[config.mk]
export PLATFORM = sky130hd
export DESIGN_NAME = header_detect
export DESIGN_NICKNAME = d
export VERILOG_FILES = /design/src/hw/md_cart_pkg.sv /design/src/hw/header_detect.sv
export SDC_FILE = /design/constraint.sdc
export NUM_CORES = 1
export LEC_CHECK = 0
export ABC_AREA = 0
export BUFFER_PORTS_ARGS = -buffer_cell sky130_fd_sc_hd__buf_2
export CAP_MARGIN = 5
export CORE_MARGIN = 10
export CORE_UTILIZATION = 30
export CTS_CLUSTER_DIAMETER = 40
export DETAILED_ROUTE_END_ITERATION = 12
export GPL_TIMING_DRIVEN = 0
export HOLD_SLACK_MARGIN = 0.08
export SLEW_MARGIN = 25
export SYNTH_ARGS = -nofsm -noshare
export SYNTH_HDL_FRONTEND = slang
export SYNTH_SLANG_ARGS = --single-unit
[constraint.sdc]
create_clock -name clk -period 5.4 [get_ports clk]
set_clock_uncertainty 0.1 [all_clocks]
set_input_delay 1.08 -clock clk [delete_from_list [all_inputs] [get_ports clk]]
set_output_delay 1.08 -clock clk [all_outputs]
set_load 0.05 [all_outputs]
[src/hw/md_cart_pkg.sv]
// Cartridge-wide types, header addresses and product codes, imported by every RTL block
package md_cart_pkg;

	// ========================================================================
	// Bus and memory widths
	// ========================================================================

	// One 16-bit word on the bus, in ROM and on download
	typedef logic [15:0] word_t;

	// One save RAM cell
	typedef logic [7:0] byte_t;

	// CPU word address, byte address bits 23..1
	typedef logic [22:0] bus_addr_t;

	// Download byte address
	typedef logic [24:0] dl_addr_t;

	// ROM word address before the memory drops the unused top bits
	typedef logic [23:0] rom_addr_t;

	// Mapper bank number, one 512 KB page
	typedef logic [5:0] bank_t;

	localparam int BANK_SLOTS = 8;

	// ========================================================================
	// Cartridge header
	// ========================================================================

	// Product code spans 0x183..0x18A, compared once 0x190 is written
	localparam dl_addr_t HDR_ID_FIRST = 25'h000182;
	localparam dl_addr_t HDR_ID_LAST  = 25'h00018a;
	localparam dl_addr_t HDR_EVAL     = 25'h000190;

	// Carts with known quirks
	localparam logic [63:0] ID_NORAM  = "T-113016";
	localparam logic [63:0] ID_SCHAN  = "T-68???-";
	localparam logic [63:0] ID_SRAM00 = " GM 0000";

	// Write-protect register inside the $A130xx window, address bits 7..1
	localparam logic [6:0] PROT_REG = 7'h78;

	// Save RAM clear sweep
	typedef enum logic [0:0] {
		IDLE,
		CLEAR
	} sweep_t;

endpackage

[src/hw/header_detect.sv]
// Watches the download stream for the product code and raises the cartridge quirk flags
`timescale 1ns/1ps

module header_detect (
	input  logic                  clk,
	input  logic                  reset,
	input  logic                  dl_active,
	input  logic                  dl_wr,
	input  md_cart_pkg::dl_addr_t dl_addr,
	input  md_cart_pkg::word_t    dl_data,
	output logic                  noram_quirk,
	output logic                  schan_quirk,
	output logic                  sram00_quirk
);
	import md_cart_pkg::*;

	logic        dl_q;
	logic        dl_rise;
	logic        hdr_wr;
	logic [63:0] cart_id;
	word_t       swapped;

	assign dl_rise = dl_active & ~dl_q;
	assign hdr_wr  = dl_active & dl_wr;

	// Header text is stored big-endian, download words are little-endian
	assign swapped = {dl_data[7:0], dl_data[15:8]};

	always_ff @(posedge clk) begin
		if (reset)
			dl_q <= 1'b0;
		else
			dl_q <= dl_active;
	end

	// Product code capture, first and last words are half used
	always_ff @(posedge clk) begin
		if (hdr_wr) begin
			if (dl_addr == HDR_ID_FIRST)
				cart_id[63:56] <= dl_data[15:8];
			else if (dl_addr == HDR_ID_FIRST + 25'd2)
				cart_id[55:40] <= swapped;
			else if (dl_addr == HDR_ID_FIRST + 25'd4)
				cart_id[39:24] <= swapped;
			else if (dl_addr == HDR_ID_FIRST + 25'd6)
				cart_id[23:8] <= swapped;
			else if (dl_addr == HDR_ID_LAST)
				cart_id[7:0] <= dl_data[7:0];
		end
	end

	// ========================================================================
	// Quirk flags
	// ========================================================================

	always_ff @(posedge clk) begin
		if (dl_rise) begin
			noram_quirk  <= 1'b0;
			schan_quirk  <= 1'b0;
			sram00_quirk <= 1'b0;
		end else if (hdr_wr && dl_addr == HDR_EVAL) begin
			// First match wins
			if (cart_id == ID_NORAM)
				noram_quirk <= 1'b1;
			else if (cart_id == ID_SCHAN)
				schan_quirk <= 1'b1;
			else if (cart_id == ID_SRAM00)
				sram00_quirk <= 1'b1;
		end
	end

endmodule

Yosys cells after proc, flatten, opt, wreduce, memory -nomap -nowiden
Cells that the tools add are included.
{ "totals": {"regBits": 68, "inputBits": 45, "word_cells": 36} }
{ "op_classes": {"eq_ne": 9, "n_bitwise": 9, "reduce_logical": 9} }
{ "op_table": {"columns": ["cell", "n"], "rows": [
  ["25-bit by 9-bit == test with 1-bit output (second input constant)", 6],
  ["64-bit by 63-bit == test with 1-bit output (second input constant)", 2],
  ["64-bit by 62-bit == test with 1-bit output (second input constant)", 1],
  ["4-bit AND reduction", 2],
  ["1-bit inverter", 7],
  ["3-bit AND reduction", 2],
  ["6-bit AND reduction", 1],
  ["5-bit AND reduction", 1],
  ["2-bit AND reduction", 2],
  ["1-bit AND", 2],
  ["1-bit logical AND", 1]
]} }

Depth between registers and ports, before layout
Gate-level depths: netlist of run 1.
{ "depth": {"depth_word": 3, "ltp_mapped": 4} }

Worst setup path after synthesis of run 1
OpenSTA, ideal clock, no wires.
{ "synth_path": {"path_kind": "input to register", "start": "input dl_addr[5]", "end": "register cart_id[24], enable pin", "setup_ns": 0.430, "arrival_ns": 3.519, "required_ns": 4.870, "setup_slack_ns": 1.351, "stages": 4, "n_path_buf": 0, "path_cell_list": "or4b_4 -> nor3_1 -> nand2_1 -> nor4bb_1"} }
{ "synth_via": {"elab_chain_cells": 3, "elab_cells_between_ends": 6} }
{ "synth_lines": {"columns": ["element", "line_no", "source"], "rows": [
  ["start, declared", "header_detect.sv:9", "input md_cart_pkg::dl_addr_t dl_addr,"],
  ["25-bit by 9-bit == test with 1-bit output (on tied branches)", "header_detect.sv:41, header_detect.sv:39", null],
  ["1-bit inverter (no line)", null, null],
  ["4-bit AND reduction (no line) (*)", null, null],
  ["end signal, assigned", "header_detect.sv:44", "cart_id[39:24] <= swapped;"],
  ["end, declared", "header_detect.sv:20", "logic [63:0] cart_id;"]
]} }
Mark *: on every way between the ends. The rest lies on a longest branch, timed or not.
A chain may end at the register's enable or synchronous reset.

Worst setup path in the final report of run 1
{ "layout_path": {"start": "input dl_addr[9]", "end": "register cart_id[38], enable pin"} }
The elaborated chain is that of the path after synthesis.

==> out/results.txt, run 1 <==
Timing would allow up to 321 MHz. Number of buffer and inverter stages on the critical path: 2. The synthesized area per cell is 18.4 sq um.

Once detail routing completed, the nets flagged for antenna violations numbered 0. The worst setup path is of the primary input to flip-flop kind. Compared with the post-synthesis result, the final layout area differs by 23.6%.

The net switching fraction of the power is 0.186, and the power density over cell area is 317 mW/mm^2. The logs give 0.797 for the final weighted congestion of routability-driven global placement and 0.029 for the combinational power share. The synthesized design spends more area on one cell type than any other, namely edfxtp_1. The average detailed-routed wire length per instance was 17.4 um.

Smallest setup slack after layout: 2.29 ns. The post-cts resize count is 0, and the I/O pin count is 48. For the detailed-route via count, the log shows 1451.

The flow ran to the end, and the final reports show no timing, DRC or antenna violations. The top flip-flop cell by instance count after synthesis was edfxtp_1. The critical path goes through buf_2, nor4b_1, nand4_1, nor4_1, nor4bb_4, buf_4. For this run, the detailed router's first-pass iteration total came to 4. The number of flops mapped to enable cells by yosys is 64, and the share of the cycle needed by the critical path after routing is 0.576.

Internal power comes to 0.796 mW. TritonCTS created 9 clock buffers. The count of final max-slew check failures is 0. In this design, the stage delay of the slowest critical-path cell is 0.62 ns. The floorplan step set the die width to 111 um.

Setup repair after global routing left no endpoint under its margin. The path class of the tightest hold or removal check is flip-flop to flip-flop. The placeable core region was 0.00818 sq mm; the number of hold violations in the final report was 0. Global routing finished with a remaining overflow of 0. The tree is rooted in a clkbuf_8. The logs give 17 for the pin count of the biggest net entering global routing and 0.352 ns for the final-layout worst hold slack.

The detailed router finished its first iteration with 105 violations. The maximum level of the CTS H-tree was 3. The die covers 0.0124 sq mm. The logs give 0.182 mW for the net switching component of the power and 181 for the post-synth net total.

For the cts-stage hold buffer count, the log shows 0. The mapped cell area was 0.00250 sq mm. In the routed layout, each cell is associated on average with a via count of 4.76. Across the VDD grid, the largest voltage drop is 0.118 mV. The share of power burned in registers is 0.589. The global-route met3 utilization was 0.0357. The post-placement cell area was 0.00291 sq mm; the flip-flop and latch count after synthesis was 68. The tools report the data arrival time at the worst-slack endpoint as 3.04 ns. The yosys synthesis warning count was 0; the largest fanout on the critical path was 11. Detailed placement ended at an HPWL of 3970 um. TritonCTS built the clock tree. The global routing met2 resource utilization was 0.146.

For the sequential area share after synthesis, the log shows 0.802. The initial antenna violation count was 0; the worst relative slew slack was 0.455. In this run the most used layer during global routing was met2. Yosys attributes the largest share of cell area to edfxtp_1, dfxtp_1, nor4bb_1. The number of cells in the design after placement came out at 290. The count of fill cells added during filler insertion was 793. Wires add up to 5300 um. Among all cell types in the netlist, the one instantiated most often is edfxtp_1. At the pin with the least slew margin, the transition time is 0.817 ns. In this run the deepest clock path goes through 2 buffers. The number of antenna diodes in the final layout is 0. Number of distinct library cells after synthesis: 22.

Fraction of synthesis flops using an asynchronous set or reset pin: 0. The final layout contains 241 nets. The run gives 136 as the gate count of the mapped netlist. The kind of cell adding the most delay to the critical path was simple AND/OR/NAND/NOR gates. The worst setup path is launched from a primary input. Setup violations remaining at the end of the flow were counted as 0. Leakage power total: 1.02 nW.

The remaining routing DRC violations came out at 0. For the number of setup buffers added after CTS, the log shows 0. The floorplan has 33 rows. The tools report the post-route total power as 0.979 mW.

Summed over all failing endpoints, the final setup total negative slack is 0 ns. The first global-routing pass estimated 8470 um of wire. The logs give 0.377 for the final core utilization and 1.86 ns for the worst setup slack after placement. The met1 global-route usage is 0.0962. STA classifies the critical path endpoint as a flip-flop.

The clock drives 68 sinks. The clock share of power was 0.383; the critical path data required time was 5.33 ns. The post-layout minimum cycle time is 3.11 ns. The number of global-route vias before repair is 1567, and the starting utilization of the core area is 0.305. The area of all placed cells without fillers was 0.00308 sq mm. The aggregate global-route resource usage was 0.0885. The count of port buffers added during placement works out to 47. The ratio of cells with drive above 1 in the final layout came out at 0.335. Sorting the synthesized cells by how often they occur yields edfxtp_1, nor4_1, nand2_1. After the flow finishes, the layout carries non-filler instances totaling 305. Clock-pin slew was measured on the worst setup and hold paths at 0.06 ns.

The vertical extent of the die was 111 um; the number of max-capacitance violations reported was 0. Among all stages on the critical path, the largest delay is contributed by nor4bb_4. For the worst-skew pair, the clock arrives at the later sink with an insertion delay of 0.33 ns. Proportion of netlist area held by the largest area contributor: 0.770.
## final timing paths
check / start / end / slack (ns) / cells after the start
worst max-delay path: dl_addr[9] / cart_id[38] / 2.29 / 6
worst min-delay path: schan_quirk / schan_quirk / 0.35 / 2
worst max register to register: cart_id[30] / noram_quirk / 3.74 / 4
worst min register to register: schan_quirk / schan_quirk / 0.35 / 2
## cell type report
class | count | area, sq um | share of cell area
Timing Repair Buffer | 49 | 248 | 0.0803
Tap cell | 105 | 131 | 0.0426
Clock buffer | 11 | 131 | 0.0426
Sequential cell | 68 | 2000 | 0.649
Clock inverter | 4 | 41.3 | 0.0134
Multi-Input combinational cell | 68 | 531 | 0.172
## kinds of logic after synthesis
family           after synthesis  share of synthesized area
flip-flops                    68                      0.802
AND/OR/NAND/NOR               65                      0.185
AO/OA/AOI/OAI                  3                     0.0130
## worst reg2reg max path: stages, from the launching register on
cell and delay, ns:
edfxtp_1 0.37, nor4b_1 0.41, and4_1 0.34, nand4_1 0.12, o31ai_1 0.24
## state kept, by name, summed over array words and instances, names as in the netlist
register and cells:
noram_quirk 1, dl_q 1, cart_id 64, schan_quirk 1, sram00_quirk 1
## cell usage in the layout (no fill, tap or decap), types with 5 or more instances in the layout
cell	n
nor2_1	5
nor4b_1	6
nor4_1	8
nand2_1	8
edfxtp_1	64
nand4_1	7
buf_2	48
clkbuf_8	9
## power groups by stage
stage          Combinational [mW]  Sequential [mW]  Clock (mW)
2_1_floorplan             0.00345            0.588           0
3_3_place_gp               0.0269            0.587           0
3_5_place_dp               0.0287            0.587           0
4_1_cts                    0.0289            0.576       0.387
5_1_grt                    0.0316            0.575       0.409
6_report                   0.0280            0.576       0.375
## routing by layer
layer  vias to the layer above  part of all wire  routed length, um
li1                        695                 -                  -
met1                       708              0.42               2220
met2                        44              0.52               2730
met3                         4             0.057                303
met4                         0            0.0076                 40
met5                         -                 0                  0
Note: power is estimated with default switching activity, not from simulation.
==> inputs of run 2 (changes only) <==
==> constraint.sdc (replaced) <==
create_clock -name clk -period 2.58 [get_ports clk]
set_clock_uncertainty 0.1 [all_clocks]
set_input_delay 0.516 -clock clk [delete_from_list [all_inputs] [get_ports clk]]
set_output_delay 0.516 -clock clk [all_outputs]
set_load 0.05 [all_outputs]
==> out/results.txt, run 2 (same netlist as run 1, synthesis figures left out) <==
The clock period could shrink to 2.36 ns. The H-tree generated during clock tree synthesis spans 3 levels. The clock share of power was 0.422; the count of fill cells added during filler insertion was 784. The tools report the count of final max-slew check failures as 0. The area added between synthesis and finish was 26.2%.

The cell at the slowest stage of the critical path was or4b_4. The run gives 0.279 mV as the worst IR drop on VDD. The endpoint class of the critical path is a flip-flop.

The clock slew seen by the registers of the worst setup and hold paths is 0.07 ns. On the final layout, the worst hold slack is 0.219 ns. The combinational power share is 0.027, and the net switching component of the power is 0.415 mW. The share of power burned in registers is 0.551, and the share of the cycle needed by the critical path after routing is 0.917. The critical path goes through buf_2, or4b_4, nor3_1, nand2_1, nor4_2, buf_2. The worst relative slew slack was 0.622; the routed wire length was 5480 um. The run finished with clean final reports.

The ratio of cells with drive above 1 in the final layout is 0.376, and the area of the die is 0.0124 sq mm. Summed over all cells, the static leakage comes to 1.06 nW. Number of global-route vias before repair: 1664. The final weighted congestion of routability-driven global placement came out at 0.815.

In this run the clock root is driven by a clkbuf_8. The number of buffer and inverter stages on the critical path was 2. The diode insertion count for antenna repair is 0. The library cell used most frequently in the layout, excluding fill and tap cells, is edfxtp_1. The starting utilization of the core area is 0.305. The first routing iteration left 74 violations. For the final core utilization, the log shows 0.385. Entering global routing, the biggest net connects 17 pins. Timing would allow up to 423 MHz. At the pin with the least slew margin, the transition time is 0.561 ns. The number of cells in the design after placement was 290. The later pin in the worst-skew pair is clocked with a latency of 0.34 ns.

The region available for standard cell placement spans 0.00818 sq mm. Along the worst path, the maximum fanout reaches 6. The kind of cell with the highest combined delay along the critical path is simple AND/OR/NAND/NOR gates. The average detailed-routed wire length per instance works out to 17.7 um. In this run, CTS created clock tree buffers numbering 9. The routed layout has 1471 vias.

The clock passes through at most 2 buffers. The number of sinks driven by the clock tree was 68; the net switching fraction of the power was 0.190. TritonCTS built the clock tree.

After routing the design area is 0.00315 sq mm. On the worst path, the slowest cell contributes a delay of 0.54 ns. The min-delay analysis places its worst path in the category primary input to flip-flop.

Remaining routing DRC violations: 0. Row generation in the floorplan step produced 33 rows. The run gives 8830 um as the first-pass GRT wire length. The kind of critical path is primary input to flip-flop.

The number of hold violations in the final report is 0. For this run the aggregate overflow at the end of global routing stands at 0. The completed layout was analyzed and its total power is 2.19 mW. The aggregate global-route resource usage was 0.0909; the width of the die was 111 um. The residual antenna-violating net count after detailed routing was 0; the final instance count without filler cells was 310. Using the TritonRoute via totals, the vias-per-cell ratio works out to 4.75. Across all setup checks in the final design, the least slack found is 0.215 ns. The most numerous cell type found on the critical path is buf_2. The tools report the post-placement cell area as 0.00291 sq mm. During I/O placement, the number of pins put on the boundary was 48. In the layout the commonest cells are edfxtp_1, buf_2, clkbuf_8, nand2_1, nor4_1. Adding up every negative setup slack in the final design gives 0 ns.

Dividing total power by cell area gives a power density of 694 mW/mm^2. The final layout contains 245 nets. The run gives 0 as the initial antenna violation count.

Vertical extent of the die: 111 um. Before CTS, the worst setup slack after placement is -0.416 ns. Max-cap violations in this run came to 0.

Data on the critical path is required at its endpoint by 2.52 ns. The tools report the total of endpoints with negative setup slack in the final report as 0. Setup repair after global routing left no endpoint under its margin.

Ranked by flip-flop count, first place goes to cart_id. The register with the most flip-flops in the layout has 64 of them. Buffers placed on the I/O ports in this run total 47. Summed over all nets, the half-perimeter wirelength after detailed placement is 3950 um. Internal power comes to 1.77 mW.

Kind of start point of the critical path: a primary input. The data arrival time at the worst-slack endpoint was 2.30 ns. The detailed-router iteration count before antenna repair was 4.
-- run 2: changes by cell type in the layout (fill, tap and decap cells not counted) --
cell       change
clkinv_2       +3
clkbuf_1       -1
and4b_2        +2
buf_4          +4
bufinv_16      +1
clkinv_1       -2
and4b_1        -2
-- run 2: path summary, 6_finish.rpt --
check | start | to | slack, ns | depth (start not counted)
worst max-delay path | dl_addr[5] | cart_id[63] | 0.22 | 6
worst min-delay path | reset | dl_q | 0.22 | 2
worst max register to register | cart_id[30] | noram_quirk | 0.96 | 4
worst min register to register | sram00_quirk | sram00_quirk | 0.35 | 2
-- run 2: cell type report --
cell class	count	area [sq um]	share of cell area
tap	105	131	0.0417
sequential	68	2000	0.635
multi-input combinational	68	533	0.169
clock inverter	6	78.8	0.0250
clock buffer	10	128	0.0405
timing repair buffer	53	278	0.0882
-- run 2: metal layers --
layer | wire length (um) | track usage | up-vias
met4 | 102 | 0.0506 | 0
li1 | - | - | 700
met2 | 2710 | 0.147 | 44
met5 | 0 | 0 | -
met3 | 270 | 0.0308 | 7
met1 | 2400 | 0.103 | 720
-- run 2: what timing repair did --
action                     in CTS  in global routing
setup endpoints to repair      43                 19
hold buffers                    0                  0
gates resized for setup         2                  0
setup buffers                   0                  4
pin swaps                       1                  1
-- run 2: power groups by stage --
stage	sequential (mW)	combinational [mW]	clock, mW
2_1_floorplan	1.23	0.00779	0
3_3_place_gp	1.23	0.0574	0
3_5_place_dp	1.23	0.0599	0
4_1_cts	1.20	0.0603	0.942
5_1_grt	1.20	0.0665	0.999
6_report	1.20	0.0587	0.921
==> inputs of run 3 (changes only) <==
==> constraint.sdc (replaced) <==
create_clock -name clk -period 2.58 [get_ports clk]
set_clock_uncertainty 0.1 [all_clocks]
set_input_delay 0.258 -clock clk [delete_from_list [all_inputs] [get_ports clk]]
set_output_delay 0.258 -clock clk [all_outputs]
set_load 0.05 [all_outputs]
==> out/results.txt, run 3 (same netlist as run 1, synthesis figures left out) <==
The run finished with clean final reports. The aggregate global-route resource usage is 0.0923. Setup repair after global routing left no endpoint under its margin. In this run the tool buffered the top-level ports with 47 buffer cells.

The flip-flop count of the largest register, all copies and words added was 64; the clock slew seen by the registers of the worst setup and hold paths was 0.07 ns. The worst setup path is captured at a flip-flop. The ratio of cells with drive above 1 in the final layout came out at 0.324. The launch point of the worst path is dl_addr[9]. The kind of cell adding the most delay to the critical path was simple AND/OR/NAND/NOR gates.

Summed over all layers, the global routing overflow is 0. The final-layout worst hold slack is 0.224 ns. Of all nets on the critical path, the largest fanout is 11. For the maximum operating frequency, the log shows 430 MHz.

The worst IR drop on VDD was 0.281 mV; the combinational power share was 0.036. Remaining routing DRC violations: 0. For this design the top-level I/O count stands at 48.

Max-cap violations in this run came to 0. The number of vias per cell after detailed routing is 4.70. Net switching fraction of the power: 0.190.

The count of final max-slew check failures was 0; the final weighted congestion of routability-driven global placement was 0.815. The placeable core region is 0.00818 sq mm, and the pin count of the biggest net entering global routing is 17. Measured along the x axis, the die boundary spans 111 um. The tools report the number of cells in the design after placement as 290. The run gives 0.457 as the worst relative slew slack. Share of the cycle needed by the critical path after routing: 0.901. The count of fill cells added during filler insertion was 772. The leakage power total came out at 1.12 nW. The logs give 1742 for the number of global-route vias before repair and 9 for the number of buffers inserted during clock tree synthesis. Before antenna repair, the detailed router went through 4 iterations.

The tools report the final core utilization as 0.403. The kind of start point of the critical path is a primary input. The cell at the slowest stage of the critical path was nor4bb_4. The net switching component of the power was 0.420 mW. The most common library cell in the layout ignoring fill and taps was edfxtp_1. The number of hold violations in the final report is 0. The clock root buffer master is clkbuf_8.

0 antenna diodes ended up in the layout. Data on the critical path arrives at its endpoint at 2.26 ns. Buffers added to address setup during post-CTS repair amount to 0. For the initial antenna violation count, the log shows 0. The starting utilization of the core area was 0.305. Relative to the synthesized area, the layout overhead comes to 32.1%.

Routed wire length: 5470 um. CTS saw 68 sinks. The final instance count without filler cells came out at 324. The startpoint identified for the worst hold timing path is dl_addr[3]. For the initial detailed-routing violation count, the log shows 68. Vertical extent of the die: 111 um. In the layout the commonest cells are edfxtp_1, buf_2, dlygate4sd3_1, clkbuf_8.

Counting both buffers and inverters, the worst setup path holds a total of 2. Cell internal power was estimated by the tool at 1.79 mW. In this run the power density over the cells is 669 mW/mm^2. Net count reported at finish: 259.

TritonCTS built the clock tree. Detailed placement ended at an HPWL of 3950 um. The area used by multi-input combinational logic is 531 sq um. Counting flops per register, the top entry is cart_id.

The post-layout minimum cycle time came out at 2.33 ns. Setup violations remaining at the end of the flow were counted as 0. For the worst setup path, the data required time is 2.52 ns. The worst register-to-register path begins at cart_id[30]. Worst min-delay path category: primary input to flip-flop. In this design, the stage delay of the slowest critical-path cell is 0.62 ns.

For the buffer levels on the longest clock path, the log shows 2. Dividing the detail-routed wire length by the instance count gives 16.9 um. Sequential cell area: 0.00200 sq mm.

For the residual antenna-violating net count after detailed routing, the log shows 0. The die covers 0.0124 sq mm. The maximum level of the CTS H-tree was 3. Share of power burned in registers: 0.546. The clock reaches the later pin of the worst-skew pair after 0.34 ns. The tools report the first-pass GRT wire length as 9050 um.

Walking the worst path, the cells encountered are buf_2, nor4b_1, nand4_1, nor4_1, nor4bb_4, buf_4. After clock tree synthesis, the flow added hold-fix buffers numbering 18. The routed layout has 1522 vias.

At the pin with the least slew margin, the transition time is 0.814 ns. The post-cts resize count is 0. The tools report the clock share of power as 0.418.

Row generation in the floorplan step produced 33 rows. The setup path with the least slack is of type primary input to flip-flop.
==> run 3: cell count changes in the layout (fill, tap and decap cells not counted), sizes merged <==
cell | previous run | this run
dlygate4sd3 | 0 | 18
buf | 53 | 49
==> run 3: worst paths after layout <==
| check | slack (ns) | to | cells after the start |
|---|---|---|---|
| worst max-delay path | 0.25 | cart_id[24] | 6 |
| worst min-delay path | 0.22 | cart_id[32] | 2 |
| worst max register to register | 0.95 | noram_quirk | 4 |
| worst min register to register | 0.35 | sram00_quirk | 2 |
==> run 3: per-layer routing <==
| layer | vias to the layer above | track usage | share of wire |
|---|---|---|---|
| met2 | 46 | 0.148 | 0.49 |
| met3 | 8 | 0.0287 | 0.049 |
| li1 | 728 | - | - |
| met5 | - | 0 | 0 |
| met1 | 740 | 0.107 | 0.44 |
| met4 | 0 | 0.0506 | 0.019 |
==> run 3: cell type report <==
type	count	area share
clock buffers	10	0.0387
repair buffers	67	0.130
well taps	105	0.0398
flip-flops and latches	68	0.607
clock inverters	6	0.0239
multi-input cells	68	0.161
==> run 3: power by group through the flow <==
stage / clock, mW / combinational (mW) / sequential [mW]
floorplan: 0 / 0.00779 / 1.23
global placement: 0 / 0.0574 / 1.23
detailed placement: 0 / 0.0599 / 1.23
CTS: 0.942 / 0.0814 / 1.20
global route: 0.999 / 0.0894 / 1.20
finish: 0.923 / 0.0797 / 1.20
==> run 3: per-stage QoR <==
step	setup slack [ns]	cell area (sq um)	setup TNS, ns	power, mW
2_1_floorplan	0.0888	2510	0	1.24
3_3_place_gp	-0.775	2880	-15.45	1.29
3_5_place_dp	-0.158	2910	-5.82	1.29
4_1_cts	0.207	3300	0	2.23
5_1_grt	0.0186	3300	0	2.29
6_report	0.255	3300	0	2.21
