===== config.mk =====
export PLATFORM = sky130hd
export DESIGN_NAME = rom_loader
export DESIGN_NICKNAME = d
export VERILOG_FILES = /design/src/hw/md_cart_pkg.sv /design/src/hw/rom_loader.sv
export SDC_FILE = /design/constraint.sdc
export NUM_CORES = 1
export LEC_CHECK = 0
export BUFFER_PORTS_ARGS = -buffer_cell sky130_fd_sc_hd__buf_2
export CAP_MARGIN = 10
export CORE_UTILIZATION = 47
export CTS_CLUSTER_DIAMETER = 40
export DETAILED_ROUTE_END_ITERATION = 10
export GPL_TIMING_DRIVEN = 0
export PLACE_DENSITY = 0.9
export SLEW_MARGIN = 20
export SYNTH_ARGS = -nofsm -noshare
export SYNTH_HDL_FRONTEND = slang
export SYNTH_SLANG_ARGS = --single-unit

===== constraint.sdc =====
create_clock -name clk -period 3.5 [get_ports clk]
set_input_delay 0.525 -clock clk [delete_from_list [all_inputs] [get_ports clk]]
set_output_delay 0.525 -clock clk [all_outputs]
set_load 0.02 [all_outputs]

===== src/hw/md_cart_pkg.sv =====
// Cartridge-wide types, header addresses and product codes, imported by every RTL block
package md_cart_pkg;

	// ========================================================================
	// Bus and memory widths
	// ========================================================================

	// One 16-bit word on the bus, in ROM and on download
	typedef logic [15:0] word_t;

	// One save RAM cell
	typedef logic [7:0] byte_t;

	// CPU word address, byte address bits 23..1
	typedef logic [22:0] bus_addr_t;

	// Download byte address
	typedef logic [24:0] dl_addr_t;

	// ROM word address before the memory drops the unused top bits
	typedef logic [23:0] rom_addr_t;

	// Mapper bank number, one 512 KB page
	typedef logic [5:0] bank_t;

	localparam int BANK_SLOTS = 8;

	// ========================================================================
	// Cartridge header
	// ========================================================================

	// Product code spans 0x183..0x18A, compared once 0x190 is written
	localparam dl_addr_t HDR_ID_FIRST = 25'h000182;
	localparam dl_addr_t HDR_ID_LAST  = 25'h00018a;
	localparam dl_addr_t HDR_EVAL     = 25'h000190;

	// Carts with known quirks
	localparam logic [63:0] ID_NORAM  = "T-113016";
	localparam logic [63:0] ID_SCHAN  = "T-68???-";
	localparam logic [63:0] ID_SRAM00 = " GM 0000";

	// Write-protect register inside the $A130xx window, address bits 7..1
	localparam logic [6:0] PROT_REG = 7'h78;

	// Save RAM clear sweep
	typedef enum logic [0:0] {
		IDLE,
		CLEAR
	} sweep_t;

endpackage


===== src/hw/rom_loader.sv =====
// Download write path into ROM, tracking the loaded image size and its mirror mask
`timescale 1ns/1ps

module rom_loader #(
	parameter int ROM_AW = 23
) (
	input  logic                   clk,
	input  logic                   dl_active,
	input  logic                   dl_wr,
	input  md_cart_pkg::dl_addr_t  dl_addr,
	input  md_cart_pkg::word_t     dl_data,
	output logic                   wr_en,
	output md_cart_pkg::rom_addr_t wr_addr,
	output md_cart_pkg::word_t     wr_data,
	output md_cart_pkg::rom_addr_t rom_size,
	output md_cart_pkg::rom_addr_t rom_mask,
	output logic                   big_rom
);
	import md_cart_pkg::*;

	logic      dl_q;
	logic      dl_rise;
	rom_addr_t word_idx;
	rom_addr_t mask_base;

	assign dl_rise  = dl_active & ~dl_q;
	assign word_idx = rom_addr_t'(dl_addr[ROM_AW:1]);

	// Word goes straight to memory on the edge that samples dl_wr
	assign wr_en   = dl_active & dl_wr;
	assign wr_addr = word_idx;
	assign wr_data = dl_data;

	// A write in the start cycle must not see the old mask
	assign mask_base = dl_rise ? '0 : rom_mask;

	always_ff @(posedge clk) begin
		dl_q <= dl_active;
		if (wr_en) begin
			rom_size <= word_idx + 1'b1;
			rom_mask <= mask_base | word_idx;
		end else if (dl_rise) begin
			rom_size <= '0;
			rom_mask <= '0;
		end
	end

	// Anything at or past 4 MB needs the bank mapper
	assign big_rom = |rom_mask[23:21];

endmodule


# Yosys cells after proc, flatten, opt, wreduce, memory -nomap -nowiden
# Cells that the tools add are included.
[word_totals]
ff_bits = 49
mem_count = 0
ram_bits = 0
output_inout_bits = 90
in_bits = 44
mem_bits_ro = 0
latch_bits = 0
[classes]
add_sub_neg = 1
magnitude_cmp = 0
div_mod_pow = 0
n_reduce_logical = 2
n_mul = 0
shifts = 0
muxes = 4
n_eq_ne = 0
bitwise = 4
[op_table]
columns = ["operator", "n"]
rows = [
  ["2-to-1 mux 24 bit", 4],
  ["adder 23 x 1 -> 24 bit, second input constant", 1],
  ["OR 24 x 23 -> 24 bit", 1],
  ["OR reduction 3 bit", 1],
  ["AND 1 bit", 2],
  ["nonzero test 2 bit", 1],
  ["NOT 1 bit", 1],
]

# Longest topological paths before layout
# Gate-level depths: netlist (run 1).
[depth]
word_depth = 5
ltp_mapped = 6

# Worst setup path after synthesis (run 1)
# Ideal clock, no wire load.
[synth_path]
kind = "input -> register"
startpoint = "in dl_addr[1]"
endpoint = "reg rom_size[18] (data pin)"
setup_time_ns = 0.147
arrival_time_ns = 1.919
slack_ns = 1.434
path_buffers = 1
path_stages = 6
path_cell_list = "ha_1 > nand2_1 > or4_1 > buf_2 > or3_1 > a21oi_1"
[synth_between]
elab_chain_len = 2
[synth_rtl]
columns = ["element", "line_no", "source"]
rows = [
  ["start: declaration", "rom_loader.sv:10", "input md_cart_pkg::dl_addr_t dl_addr,"],
  ["adder 23 x 1 -> 24 bit", "rom_loader.sv:40", "rom_size <= word_idx + 1'b1;"],
  ["2-to-1 mux 24 bit", "rom_loader.sv:39", "if (wr_en) begin"],
  ["end signal: assignment", "rom_loader.sv:40", ""],
  ["end: declaration", "rom_loader.sv:15", "output md_cart_pkg::rom_addr_t rom_size,"],
]
# No other way between the ends.
# A chain may end at the register's enable or synchronous reset.

# Worst setup path after layout (run 1)
[layout_path]
startpoint = "in dl_active"
endpoint = "reg rom_size[20], enable pin"
[layout_between]
elab_chain_len = 2
elab_cells_between_ends = 3
[layout_rtl]
columns = ["element", "line_no", "source"]
rows = [
  ["start: declaration", "rom_loader.sv:8", "input logic dl_active,"],
  ["AND 1 bit (on tied branches)", "rom_loader.sv:30, rom_loader.sv:26", ""],
  ["nonzero test 2 bit (no line) (*)", "--", ""],
]
# Every way passes the cells marked *; elsewhere a longest branch is shown, timed or not.

==> summary.md, run 1 <==
| Metric | Value |
|---|---|
| Worst-path clk slew | 0.08 ns |
| Relative max-transition margin | 34.3% |
| Hold-fix buffers at CTS | 0 |
| Cell total after placement | just under 400 |
| Fraction of registers with async set/reset | 0% |
| Post-CTS sizing | 0 |
| Initial antenna violation count | 0 |
| RSZ-0062 raised after global routing | false |
| Worst-Skew Late Latency | 0.30 ns |
| Top-area cell type share of the netlist area | about a third |
| Footprint of the multi-input gates | 731 sq um |
| Vias post-DR | between 2000 and 2500 |
| Core area | 0.00469 sq mm |
| Vias in the first global route | approximately 1800 |
| Area Overhead vs Synth | 31.4% |
| Die H | 71.7 um |
| Max-cap viol count | 0 |
| Hold Path Origin | dl_active |
| Initial Utilization | 48.7% |
| Ports | 134 |
| Crit. Startpoint | dl_active |
| Setup violations, final | 0 |
| CP Cell Sequence | buf_2, nand2b_1, clkbuf_1, clkbuf_1, nand2_1 |
| Non-Filler Instances | ~400 |
| Die area | 0.00515 sq mm |
| Antenna cells | 0 |
| Max Root-Sink Buffers | 2 |
| Most instantiated library cell after synthesis | buf_4 |
| TritonCTS clock tree | built |
| Critical Path RT | 3.32 ns |
| Routability cong. | 0.830 |
| Hold EP | dl_q |
| Clock Skew | between 0.006 and 0.007 ns |
| Largest family of logic cells by synthesized area | buffers and inverters |
| Iter 0 DRT Violations | 147 |
| Slew @ Worst Pin | between 0.9 and 1 ns |
| CTS Sinks | 48 |
| Simple-Gate Fraction of Synth Area | 15.0% |
| Ys flop type | edfxtp_1 |
| Post-Synthesis Cells | approximately 220 |
| Drt pass-1 iters | 4 |
| Maximum vdd drop | between 0.00015 and 0.0002 V |
| Reg2reg setup slack | roughly 1.2 ns |
| Tcrit/Tclk final | 65.8% |
| NumNets Final | 388 |
| Worst EP arrival | approximately 2.1 ns |
| FILL cells | ~400 |
| Pwr Density | ~440 mW/mm^2 |
| CP endpoint kind | flip-flop |
| Max stage delay on crit path | 0.72 ns |
| Post-Route WL | around 5.5 mm |
| Final Cell Area | 0.00300 sq mm |
| Routed Antenna Nets | 0 |
| Final period demand of the worst path | about 2.3 ns |
| Reg2Reg Depth | 4 |
| Largest cells by area after synthesis | edfxtp_1 32%, dfxtp_1 21%, buf_4 13% |
| H-tree depth | 2 |
| Top cell by count, worst path | clkbuf_1 |
| Fmax | 434 MHz |
| TNS Setup | 0 ns |
| Port Buffer Count | 113 |
| Routed len/inst | 13.9 um |
| Synth Area in Compound Gates | 11.1% |
| Yosys reg bits | 48 |
| Top cells by count, synth | 41 x buf_4, 24 x dfxtp_1, 24 x edfxtp_1 |
| Cell Area, Synth | around 0.0023 sq mm |
| Worst setup SP type | input port |
| Crit-path max FO | 24 |
| Residual DRC | 0 |
| Synthesized area per cell | 10.3 sq um |
| Hold crit path type | input port to flip-flop |
| Largest net degree at the start of global routing | 25 |
| Dpl hpwl | 4.08 mm |
| Vias per cell | 5.19 |
| Overall global routing resource usage | 21.5% |
| Hold Path Depth | 1 |
| Xor-xnor portion of the synthesized cell area | 4.98% |
| Total power | 1.31 mW |
| Clock Tree Root | clkbuf_8 |
| First-pass GRT wire length | 8.45 mm |
| Worst R2R End | rom_size[20] |
| Cts bufs inserted | 5 |
| Placed cell area | ~0.0029 sq mm |
| Utilization after layout | between 60% and 70% |
| Multiplexer area fraction after synthesis | 0% |
| Worst r2r src | dl_q |
| Synth Warn # | 0 |
| Status | completed |
| Register area | 0.00120 sq mm |
| Synth cell types | 29 |
| Proportion of layout cells with a drive suffix above 1 | 47.7% |
| Die width | 71.7 um |
| Rows | 25 |
| Synthesized-area fraction occupied by adder cells | less than 1% |
| LEAKAGE | around 1.5 nW |
| Number of synthesized flops with an enable pin | 24 |
| Worst setup path class | input port to flip-flop |
| Seq/Total Area, Yosys | 52.5% |
| Cell taking the most area after synthesis | edfxtp_1 |
| Grt total ovfl | 0 |
| Post-CTS Setup Bufs | 0 |
| Final hold vios | 0 |
| Max-slew violations | 0 |
| Worst path slowest cell | nand2_1 |
[worst max-delay path by stage]
stage              endpoint  slack (ns)  cells past startpoint
2_1_floorplan  rom_size[18]        1.43                      6
3_3_place_gp   rom_size[17]        0.90                      5
3_5_place_dp   rom_size[17]        0.88                      5
4_1_cts        rom_size[20]        1.19                      5
5_1_grt        rom_size[20]        0.98                      4
6_report       rom_size[20]        1.20                      5
[where the power goes]
group          switching (mW)  leakage (nW)  internal [mW]
sequential             0.0218         0.446          0.647
clock                   0.173        0.0422          0.140
combinational           0.206         0.963          0.127
[cells by family after synthesis]
| family | after synthesis |
|---|---|
| AOI/OAI and AO/OA | 36 |
| xor gates and xnor gates | 13 |
| adders and majority gates | 1 |
| buffers and inverters | 54 |
| DFF | 48 |
| other | 1 |
| and+or+nand+nor | 69 |
[area by class of cell]
type | count | share of cell area, %
Sequential cell | 48 | 40.0
Clock buffer | 7 | 2.54
Multi-Input combinational cell | 121 | 24.3
Buffer | 50 | 11.4
Inverter | 4 | 0.500
Clock inverter | 1 | 0.167
Timing Repair Buffer | 113 | 18.8
Tap cell | 54 | 2.25
[cell usage in the layout (no fill, tap or decap), drive strengths merged]
cell type / n
a21oi: 7
a22o: 17
a31o: 1
a31oi: 1
a41o: 1
and3: 3
and4: 1
buf: 155
clkbuf: 15
clkinv: 1
conb: 2
dfxtp: 24
edfxtp: 24
ha: 1
inv: 4
nand2: 18
nand2b: 1
nand3: 8
nand4: 4
nor2: 16
nor3: 4
nor4: 5
o21ai: 9
or2: 1
or3: 6
or4: 2
xnor2: 10
xor2: 3
[worst max-delay path, delay by kind of cell]
kind,cells,cell delay [ns]
buffers and inverters,3,0.80
and+or+nand+nor,2,0.78
[metal layers]
layer | routed length, um | GRT usage [%] | up-vias
met4 | 130 | 10.2 | 0
met5 | 0 | 0 | -
met3 | 330 | 4.22 | 12
met1 | 2150 | 25.2 | 976
met2 | 2930 | 37.6 | 96
li1 | - | - | 983
[stage by stage]
step	hold slack (ns)	worst slack, ns
finish	0.368	1.20
global route	0.367	0.985
CTS	0.363	1.19
detailed placement	0.441	0.876
global placement	0.420	0.898
floorplan	0.517	1.43
[state kept, by name, indices dropped and copies added (netlist names)]
name	cells
rom_mask	23
dl_q	1
rom_size	24
(Power assumes the default switching activity.)
==> run 2, diff against run 1 <==
--- a/config.mk
+++ b/config.mk
@@ -5,13 +5,14 @@
 export SDC_FILE = /design/constraint.sdc
 export NUM_CORES = 1
 export LEC_CHECK = 0
+export ABC_AREA = 1
 export BUFFER_PORTS_ARGS = -buffer_cell sky130_fd_sc_hd__buf_2
 export CAP_MARGIN = 10
-export CORE_UTILIZATION = 47
+export CORE_UTILIZATION = 45
 export CTS_CLUSTER_DIAMETER = 40
 export DETAILED_ROUTE_END_ITERATION = 10
 export GPL_TIMING_DRIVEN = 0
-export PLACE_DENSITY = 0.9
+export PLACE_DENSITY = 0.86
 export SLEW_MARGIN = 20
 export SYNTH_ARGS = -nofsm -noshare
 export SYNTH_HDL_FRONTEND = slang
==> constraint.sdc (replaced) <==
create_clock -name clk -period 2.35 [get_ports clk]
set_input_delay 0.3525 -clock clk [delete_from_list [all_inputs] [get_ports clk]]
set_output_delay 0.3525 -clock clk [all_outputs]
set_load 0.02 [all_outputs]
==> summary.md, run 2 <==
| Metric | Value |
|---|---|
| H-tree depth | 2 (unchanged) |
| Proportion of layout cells with a drive suffix above 1 | 41.1% (was 47.7%) |
| Final hold vios | 0 (unchanged) |
| TNS Setup | 0 ns (unchanged) |
| Rows | 26 (was 25) |
| Top Family by Delay on Critical Path | simple AND/OR/NAND/NOR gates (was buffers and inverters) |
| Worst-Skew Late Latency | 0.30 ns (about the same) |
| WL met1 | 2.56 mm (was 2.15 mm) |
| TritonCTS clock tree | built (unchanged) |
| Hold-fix buffers at CTS | 0 (unchanged) |
| Max-slew violations | 0 (unchanged) |
| Drt pass-1 iters | 4 (unchanged) |
| FILL cells | 472 (was 403) |
| RSZ-0062 raised after global routing | false (unchanged) |
| Worst EP arrival | 1.85 ns (was 2.12 ns) |
| Vias post-DR | 2311 (was 2067) |
| CTS Sinks | 48 (unchanged) |
| Overall global routing resource usage | 21.7% (was 21.5%) |
| Clock Skew | 0.00951 ns (was 0.00601 ns) |
| CP endpoint kind | flip-flop (unchanged) |
| Grt total ovfl | 0 (unchanged) |
| Post-CTS Setup Bufs | 0 (unchanged) |
| Setup violations, final | 0 (unchanged) |
| Number of synthesized flops with an enable pin | 24 (unchanged) |
| Die width | 76.2 um (was 71.7 um) |
| Vias in the first global route | 2267 (was 1814) |
| Worst-path clk slew | 0.09 ns (was 0.08 ns) |
| Post-Synthesis Cells | 301 (was 222) |
| NumNets Final | 467 (was 388) |
| Top cells by count, synth | 66 x nand2_1, 41 x buf_4, 35 x nor2_1 (was 41 x buf_4, 24 x dfxtp_1, 24 x edfxtp_1) |
| Ys flop type | edfxtp_1 (unchanged) |
| Slew @ Worst Pin | 0.979 ns (was 0.982 ns) |
| Dpl hpwl | 4.72 mm (was 4.08 mm) |
| Initial Utilization | 47.5% (was 48.7%) |
| Ports | 134 (unchanged) |
| Routed len/inst | 12.2 um (was 13.9 um) |
| Pwr Density | 619 mW/mm^2 (was 438 mW/mm^2) |
| Post-Route WL | 6.00 mm (was 5.55 mm) |
| LEAKAGE | 1.62 nW (was 1.45 nW) |
| Max Root-Sink Buffers | 2 (unchanged) |
| Worst setup SP type | flip-flop (was input port) |
| Cell Area, Synth | 0.00247 sq mm (was 0.00229 sq mm) |
| Routed Antenna Nets | 0 (unchanged) |
| Yosys reg bits | 48 (unchanged) |
| Tcrit/Tclk final | 86.2% |
| Core area | 0.00520 sq mm (was 0.00469 sq mm) |
| Largest net degree at the start of global routing | 25 (unchanged) |
| Hold crit path type | input port to flip-flop (unchanged) |
| Cts bufs inserted | 5 (unchanged) |
| Maximum vdd drop | 0.000382 V (was 0.000171 V) |
| Fraction of registers with async set/reset | 0% (unchanged) |
| Max stage delay on crit path | 0.68 ns (was 0.72 ns) |
| Cell taking the most area after synthesis | edfxtp_1 (unchanged) |
| Status | completed (unchanged) |
| Vias per cell | 4.69 (was 5.19) |
| Routability cong. | 0.927 (was 0.830) |
| Fmax | 494 MHz |
| WL met3 | 422 um (was 330 um) |
| Area Overhead vs Synth | 30.2% (was 31.4%) |
| Worst path slowest cell | nand2_1 (unchanged) |
| Critical Path RT | 2.17 ns (was 3.32 ns) |
| Biggest register | rom_size (unchanged) |
| Port Buffer Count | 113 (unchanged) |
| Largest regs | rom_size x24, rom_mask x23, dl_q x1 (unchanged) |
| Relative max-transition margin | 34.6% (was 34.3%) |
| Non-Filler Instances | 493 (was 398) |
| Worst setup path class | flip-flop to flip-flop (was input port to flip-flop) |
| Max reg flops | 24 (unchanged) |
| Initial antenna violation count | 0 (unchanged) |
| Largest cells by area after synthesis | edfxtp_1 29%, dfxtp_1 19%, buf_4 12% (was edfxtp_1 32%, dfxtp_1 21%, buf_4 13%) |
| Residual DRC | 0 (unchanged) |
| Crit-path max FO | 24 (unchanged) |
| Clock Tree Root | clkbuf_8 (unchanged) |
| Met2 routed WL | 2.93 mm (unchanged) |
| Synth Warn # | 0 (unchanged) |
| CP Cell Sequence | nor2_1, inv_1, clkbuf_1, nand2_1 (was buf_2, nand2b_1, clkbuf_1, clkbuf_1, nand2_1) |
| Synthesized area per cell | 8.22 sq um (was 10.3 sq um) |
| Synth cell types | 26 (was 29) |
| Post-CTS sizing | 0 (unchanged) |
| Die area | 0.00580 sq mm (was 0.00515 sq mm) |
| Antenna cells | 0 (unchanged) |
| Die H | 76.2 um (was 71.7 um) |
| WP buf/inv | 2 (was 3) |
| Most common cell after layout, fill and taps aside | buf_2 (unchanged) |
| Top-area cell type share of the netlist area | 29.1% (was 31.5%) |
| Reg2reg setup slack | 0.32 ns (was 1.21 ns) |
| Seq/Total Area, Yosys | 48.5% (was 52.5%) |
| Most frequent cells in the layout | 115 x buf_2, 66 x nand2_1, 41 x buf_4 (was 114 x buf_2, 41 x buf_4, 24 x dfxtp_1, 24 x edfxtp_1, 18 x nand2_1) |
| Max-cap viol count | 0 (unchanged) |
| Final period demand of the worst path | between 2 and 2.5 ns |
| Most instantiated library cell after synthesis | nand2_1 (was buf_4) |
| Iter 0 DRT Violations | 111 (was 147) |
| Max Used Layer | met4 (unchanged) |
| First-pass GRT wire length | 10.0 mm (was 8.45 mm) |
| Cell total after placement | 485 (was 390) |
## run 2: cell types whose count changed in the layout (fill, tap and decap cells not counted), sizes merged, moves of 8 or more
| cell | change |
|---|---|
| a22o | -12 |
| inv | +24 |
| a21oi | +8 |
| nand2 | +51 |
| xnor2 | -10 |
| nor2 | +25 |
| o21ai | +19 |
## run 2: worst paths after layout
kind                     from          end  cells past startpoint
hold reg to reg   rom_mask[4]  rom_mask[4]                      2
hold / removal      dl_active         dl_q                      1
setup / recovery         dl_q  rom_size[8]                      4
setup reg to reg         dl_q  rom_size[8]                      4
## run 2: where the power goes
part           switching (mW)  leakage (nW)  internal, mW
clock                   0.257        0.0455         0.240
sequential             0.0319         0.446         0.963
combinational           0.319          1.13         0.181
total                   0.609          1.62          1.38
## run 2: area by class of cell
class | instances | area, sq um | area share (%)
multi-input combinational | 178 | 835 | 25.9
tap | 70 | 87.6 | 2.72
buffer | 47 | 334 | 10.4
sequential | 48 | 1200 | 37.3
inverter | 29 | 109 | 3.38
timing repair buffer | 113 | 566 | 17.6
clock buffer | 8 | 90.1 | 2.80
## run 2: logic make-up (layout without fill, tap and decap cells)
logic type / count (synthesis) / after routing / share of synthesized area (%)
other: 1 / 2 / 0.152
adders and majority gates: 1 / 1 / 0.505
AOI/OAI and AO/OA: 49 / 49 / 10.9
and+or+nand+nor: 126 / 126 / 22.0
buffers and inverters: 76 / 197 / 17.9
DFF: 48 / 48 / 48.5
## run 2: per-layer routing
metal	GRT usage [%]	vias up
li1	-	1166
met1	26.2	1026
met2	37.2	111
met3	4.19	8
met4	10.6	0
met5	0	-
## run 2: per-stage QoR
stage	cell area [sq um]	hold slack (ns)	power (mW)	utilization [%]	setup WS, ns
2_1_floorplan	2480	0.380	1.33	-	0.647
3_3_place_gp	3130	0.439	1.51	60.2	0.0597
3_5_place_dp	3130	0.442	1.52	60.2	0.0589
4_1_cts	3220	0.187	2.00	61.9	0.258
5_1_grt	3220	0.194	2.08	61.9	0.114
6_report	3220	0.185	1.99	61.9	0.325
==> run 3, diff against run 2 <==
--- a/config.mk
+++ b/config.mk
@@ -6,13 +6,14 @@
 export NUM_CORES = 1
 export LEC_CHECK = 0
 export ABC_AREA = 1
-export BUFFER_PORTS_ARGS = -buffer_cell sky130_fd_sc_hd__buf_2
 export CAP_MARGIN = 10
-export CORE_UTILIZATION = 45
+export CORE_UTILIZATION = 65
+export CTS_BUF_LIST = sky130_fd_sc_hd__clkbuf_4
 export CTS_CLUSTER_DIAMETER = 40
 export DETAILED_ROUTE_END_ITERATION = 10
+export DONT_BUFFER_PORTS = 1
 export GPL_TIMING_DRIVEN = 0
-export PLACE_DENSITY = 0.86
+export PLACE_DENSITY = 0.89
 export SLEW_MARGIN = 20
 export SYNTH_ARGS = -nofsm -noshare
 export SYNTH_HDL_FRONTEND = slang
==> summary.md, run 3 (synthesis gave the netlist of run 2 again) <==
| Metric | Value |
|---|---|
| Status | completed (unchanged) |
| Hold crit path type | input port to flip-flop (unchanged) |
| Vias in the first global route | 1757 (was 2267) |
| Final hold vios | 0 (unchanged) |
| Routed len/inst | 14.5 um (was 12.2 um) |
| Worst setup SP type | flip-flop (unchanged) |
| Vias post-DR | 1952 (was 2311) |
| Grt total ovfl | 0 (unchanged) |
| Max reg flops | 24 (unchanged) |
| First-pass GRT wire length | 8.16 mm (was 10.0 mm) |
| Initial antenna violation count | 0 (unchanged) |
| Most frequent cells in the layout | 66 x nand2_1, 41 x buf_4, 35 x nor2_1 (was 115 x buf_2, 66 x nand2_1, 41 x buf_4) |
| Rows | 22 (was 26) |
| Pwr Density | 672 mW/mm^2 (was 619 mW/mm^2) |
| Worst-path clk slew | 0.13 ns (was 0.09 ns) |
| Critical Path RT | 2.23 ns (was 2.17 ns) |
| RSZ-0062 raised after global routing | false (unchanged) |
| Die area | 0.00406 sq mm (was 0.00580 sq mm) |
| Worst setup path class | flip-flop to flip-flop (unchanged) |
| Pre-CTS setup slack | 0.0343 ns (was 0.0589 ns) |
| CP endpoint kind | flip-flop (unchanged) |
| Worst r2r src | dl_q (unchanged) |
| CP Cell Sequence | nor2_1, inv_1, clkbuf_1, nand2_1 (unchanged) |
| Worst-Skew Late Latency | 0.36 ns (was 0.30 ns) |
| Routability cong. | 0.854 (was 0.927) |
| Clock Tree Root | clkbuf_4 (was clkbuf_8) |
| Post-CTS sizing | 0 (unchanged) |
| Core area | 0.00366 sq mm (was 0.00520 sq mm) |
| Final period demand of the worst path | 2.15 ns (was 2.03 ns) |
| Crit-path max FO | 24 (unchanged) |
| Fmax | 465 MHz (was 494 MHz) |
| TNS Setup | 0 ns (unchanged) |
| Largest net degree at the start of global routing | 25 (unchanged) |
| Worst path slowest cell | nand2_1 (unchanged) |
| Dpl hpwl | 3.92 mm (was 4.72 mm) |
| Routed Antenna Nets | 0 (unchanged) |
| Worst Slack Setup Final | 0.200 ns (was 0.325 ns) |
| Cts bufs inserted | 5 (unchanged) |
| Max stage delay on crit path | 0.76 ns (was 0.68 ns) |
| Share of power burned in registers | 63.3% (was 49.9%) |
| Tcrit/Tclk final | 91.5% (was 86.2%) |
| Max Root-Sink Buffers | 2 (unchanged) |
| Initial Utilization | 67.6% (was 47.5%) |
| Port Buffer Count | 0 (was 113) |
| Clock Skew | 0.00650 ns (was 0.00951 ns) |
| Most common cell after layout, fill and taps aside | nand2_1 (was buf_2) |
| Largest regs | rom_size x24, rom_mask x23, dl_q x1 (unchanged) |
| Post-CTS Setup Bufs | 0 (unchanged) |
| CTS Sinks | 48 (unchanged) |
| LEAKAGE | 1.15 nW (was 1.62 nW) |
| Iter 0 DRT Violations | 171 (was 111) |
| Hold Path Origin | dl_addr[22] (was dl_active) |
| Sw Ratio | 31.4% (was 30.5%) |
| Max-slew violations | 0 (unchanged) |
| Relative max-transition margin | 30.3% (was 34.6%) |
| Clock share of power | 22.6% (was 25.0%) |
| Ports | 134 (unchanged) |
| Setup violations, final | 0 (unchanged) |
| NumNets Final | 355 (was 467) |
| Area Overhead vs Synth | 5.31% (was 30.2%) |
| Vias per cell | 5.44 (was 4.69) |
| Crit. Startpoint | dl_q (unchanged) |
| Post-Route WL | 5.21 mm (was 6.00 mm) |
| Internal | 1.20 mW (was 1.38 mW) |
| Antenna cells | 0 (unchanged) |
| Proportion of layout cells with a drive suffix above 1 | 20.3% (was 41.1%) |
| TritonCTS clock tree | built (unchanged) |
| Overall global routing resource usage | 26.5% (was 21.7%) |
| H-tree depth | 2 (unchanged) |
| FILL cells | 304 (was 472) |
| Residual DRC | 0 (unchanged) |
| Maximum vdd drop | 0.000380 V (was 0.000382 V) |
| Die H | 63.7 um (was 76.2 um) |
| Slew @ Worst Pin | 1.04 ns (was 0.979 ns) |
| Die width | 63.7 um (was 76.2 um) |
| Max-cap viol count | 0 (unchanged) |
| Worst EP arrival | 2.03 ns (was 1.85 ns) |
| Biggest register | rom_size (unchanged) |
| Total power | 1.75 mW (was 1.99 mW) |
| Gate power share | 14.1% (was 25.1%) |
| NetSw | 0.550 mW (was 0.609 mW) |
| Drt pass-1 iters | 4 (unchanged) |
-- run 3: stage by stage --
stage | utilization (%) | hold WS [ns] | cells | area [sq um]
after floorplan | - | 0.380 | 302 | 2480
after CTS | 70.9 | 0.00742 | 358 | 2600
after detailed placement | 69.3 | 0.380 | 350 | 2540
after global placement | 69.3 | 0.380 | 350 | 2540
after global routing | 71.2 | 0.0953 | 359 | 2610
final | 71.2 | 0.104 | 359 | 2610
-- run 3: power groups by stage --
stage          Clock, mW  Combinational [mW]  Sequential (mW)
2_1_floorplan          0               0.216             1.11
3_3_place_gp           0               0.240             1.13
3_5_place_dp           0               0.247             1.13
4_1_cts            0.394               0.247             1.11
5_1_grt            0.432               0.274             1.12
6_report           0.396               0.247             1.11
-- run 3: per-layer routing --
metal / GRT usage [%] / vias up / part of all wire (%) / wire, um
met4: 11.1 / 0 / 1.3 / 67
met1: 32.9 / 880 / 39 / 2060
met5: 0 / - / 0 / 0
li1: - / 950 / - / -
met3: 5.62 / 8 / 8.6 / 449
met2: 44.3 / 114 / 51 / 2640
-- run 3: critical path: cells and delay by family (launching register included) --
family / cells / cell delay, ns
simple gates: 2 / 0.81
flops: 1 / 0.33
buf+inv: 2 / 0.52
-- run 3: cell type report --
type / instances / area [sq um] / area share (%)
flip-flops and latches: 48 / 1200 / 46.1
multi-input cells: 178 / 835 / 32.0
clock buffers: 7 / 52.6 / 2.02
clock inverters: 1 / 5.00 / 0.192
plain buffers: 47 / 334 / 12.8
well taps: 48 / 60.1 / 2.30
inverters: 29 / 109 / 4.18
repair buffers: 1 / 10.0 / 0.384
-- run 3: final timing paths --
| path | endpoint | slack [ns] | cells after the start |
|---|---|---|---|
| worst min-delay path | rom_mask[21] | 0.10 | 2 |
| worst max register to register | rom_size[19] | 0.20 | 4 |
| worst max-delay path | rom_size[19] | 0.20 | 4 |
| worst min register to register | rom_mask[21] | 0.53 | 2 |
-- run 3: repair_timing --
| action | in CTS | in global routing |
|---|---|---|
| hold endpoints to repair | 0 | 1 |
| setup endpoints to repair | 0 | 0 |
| hold buffers | 0 | 1 |
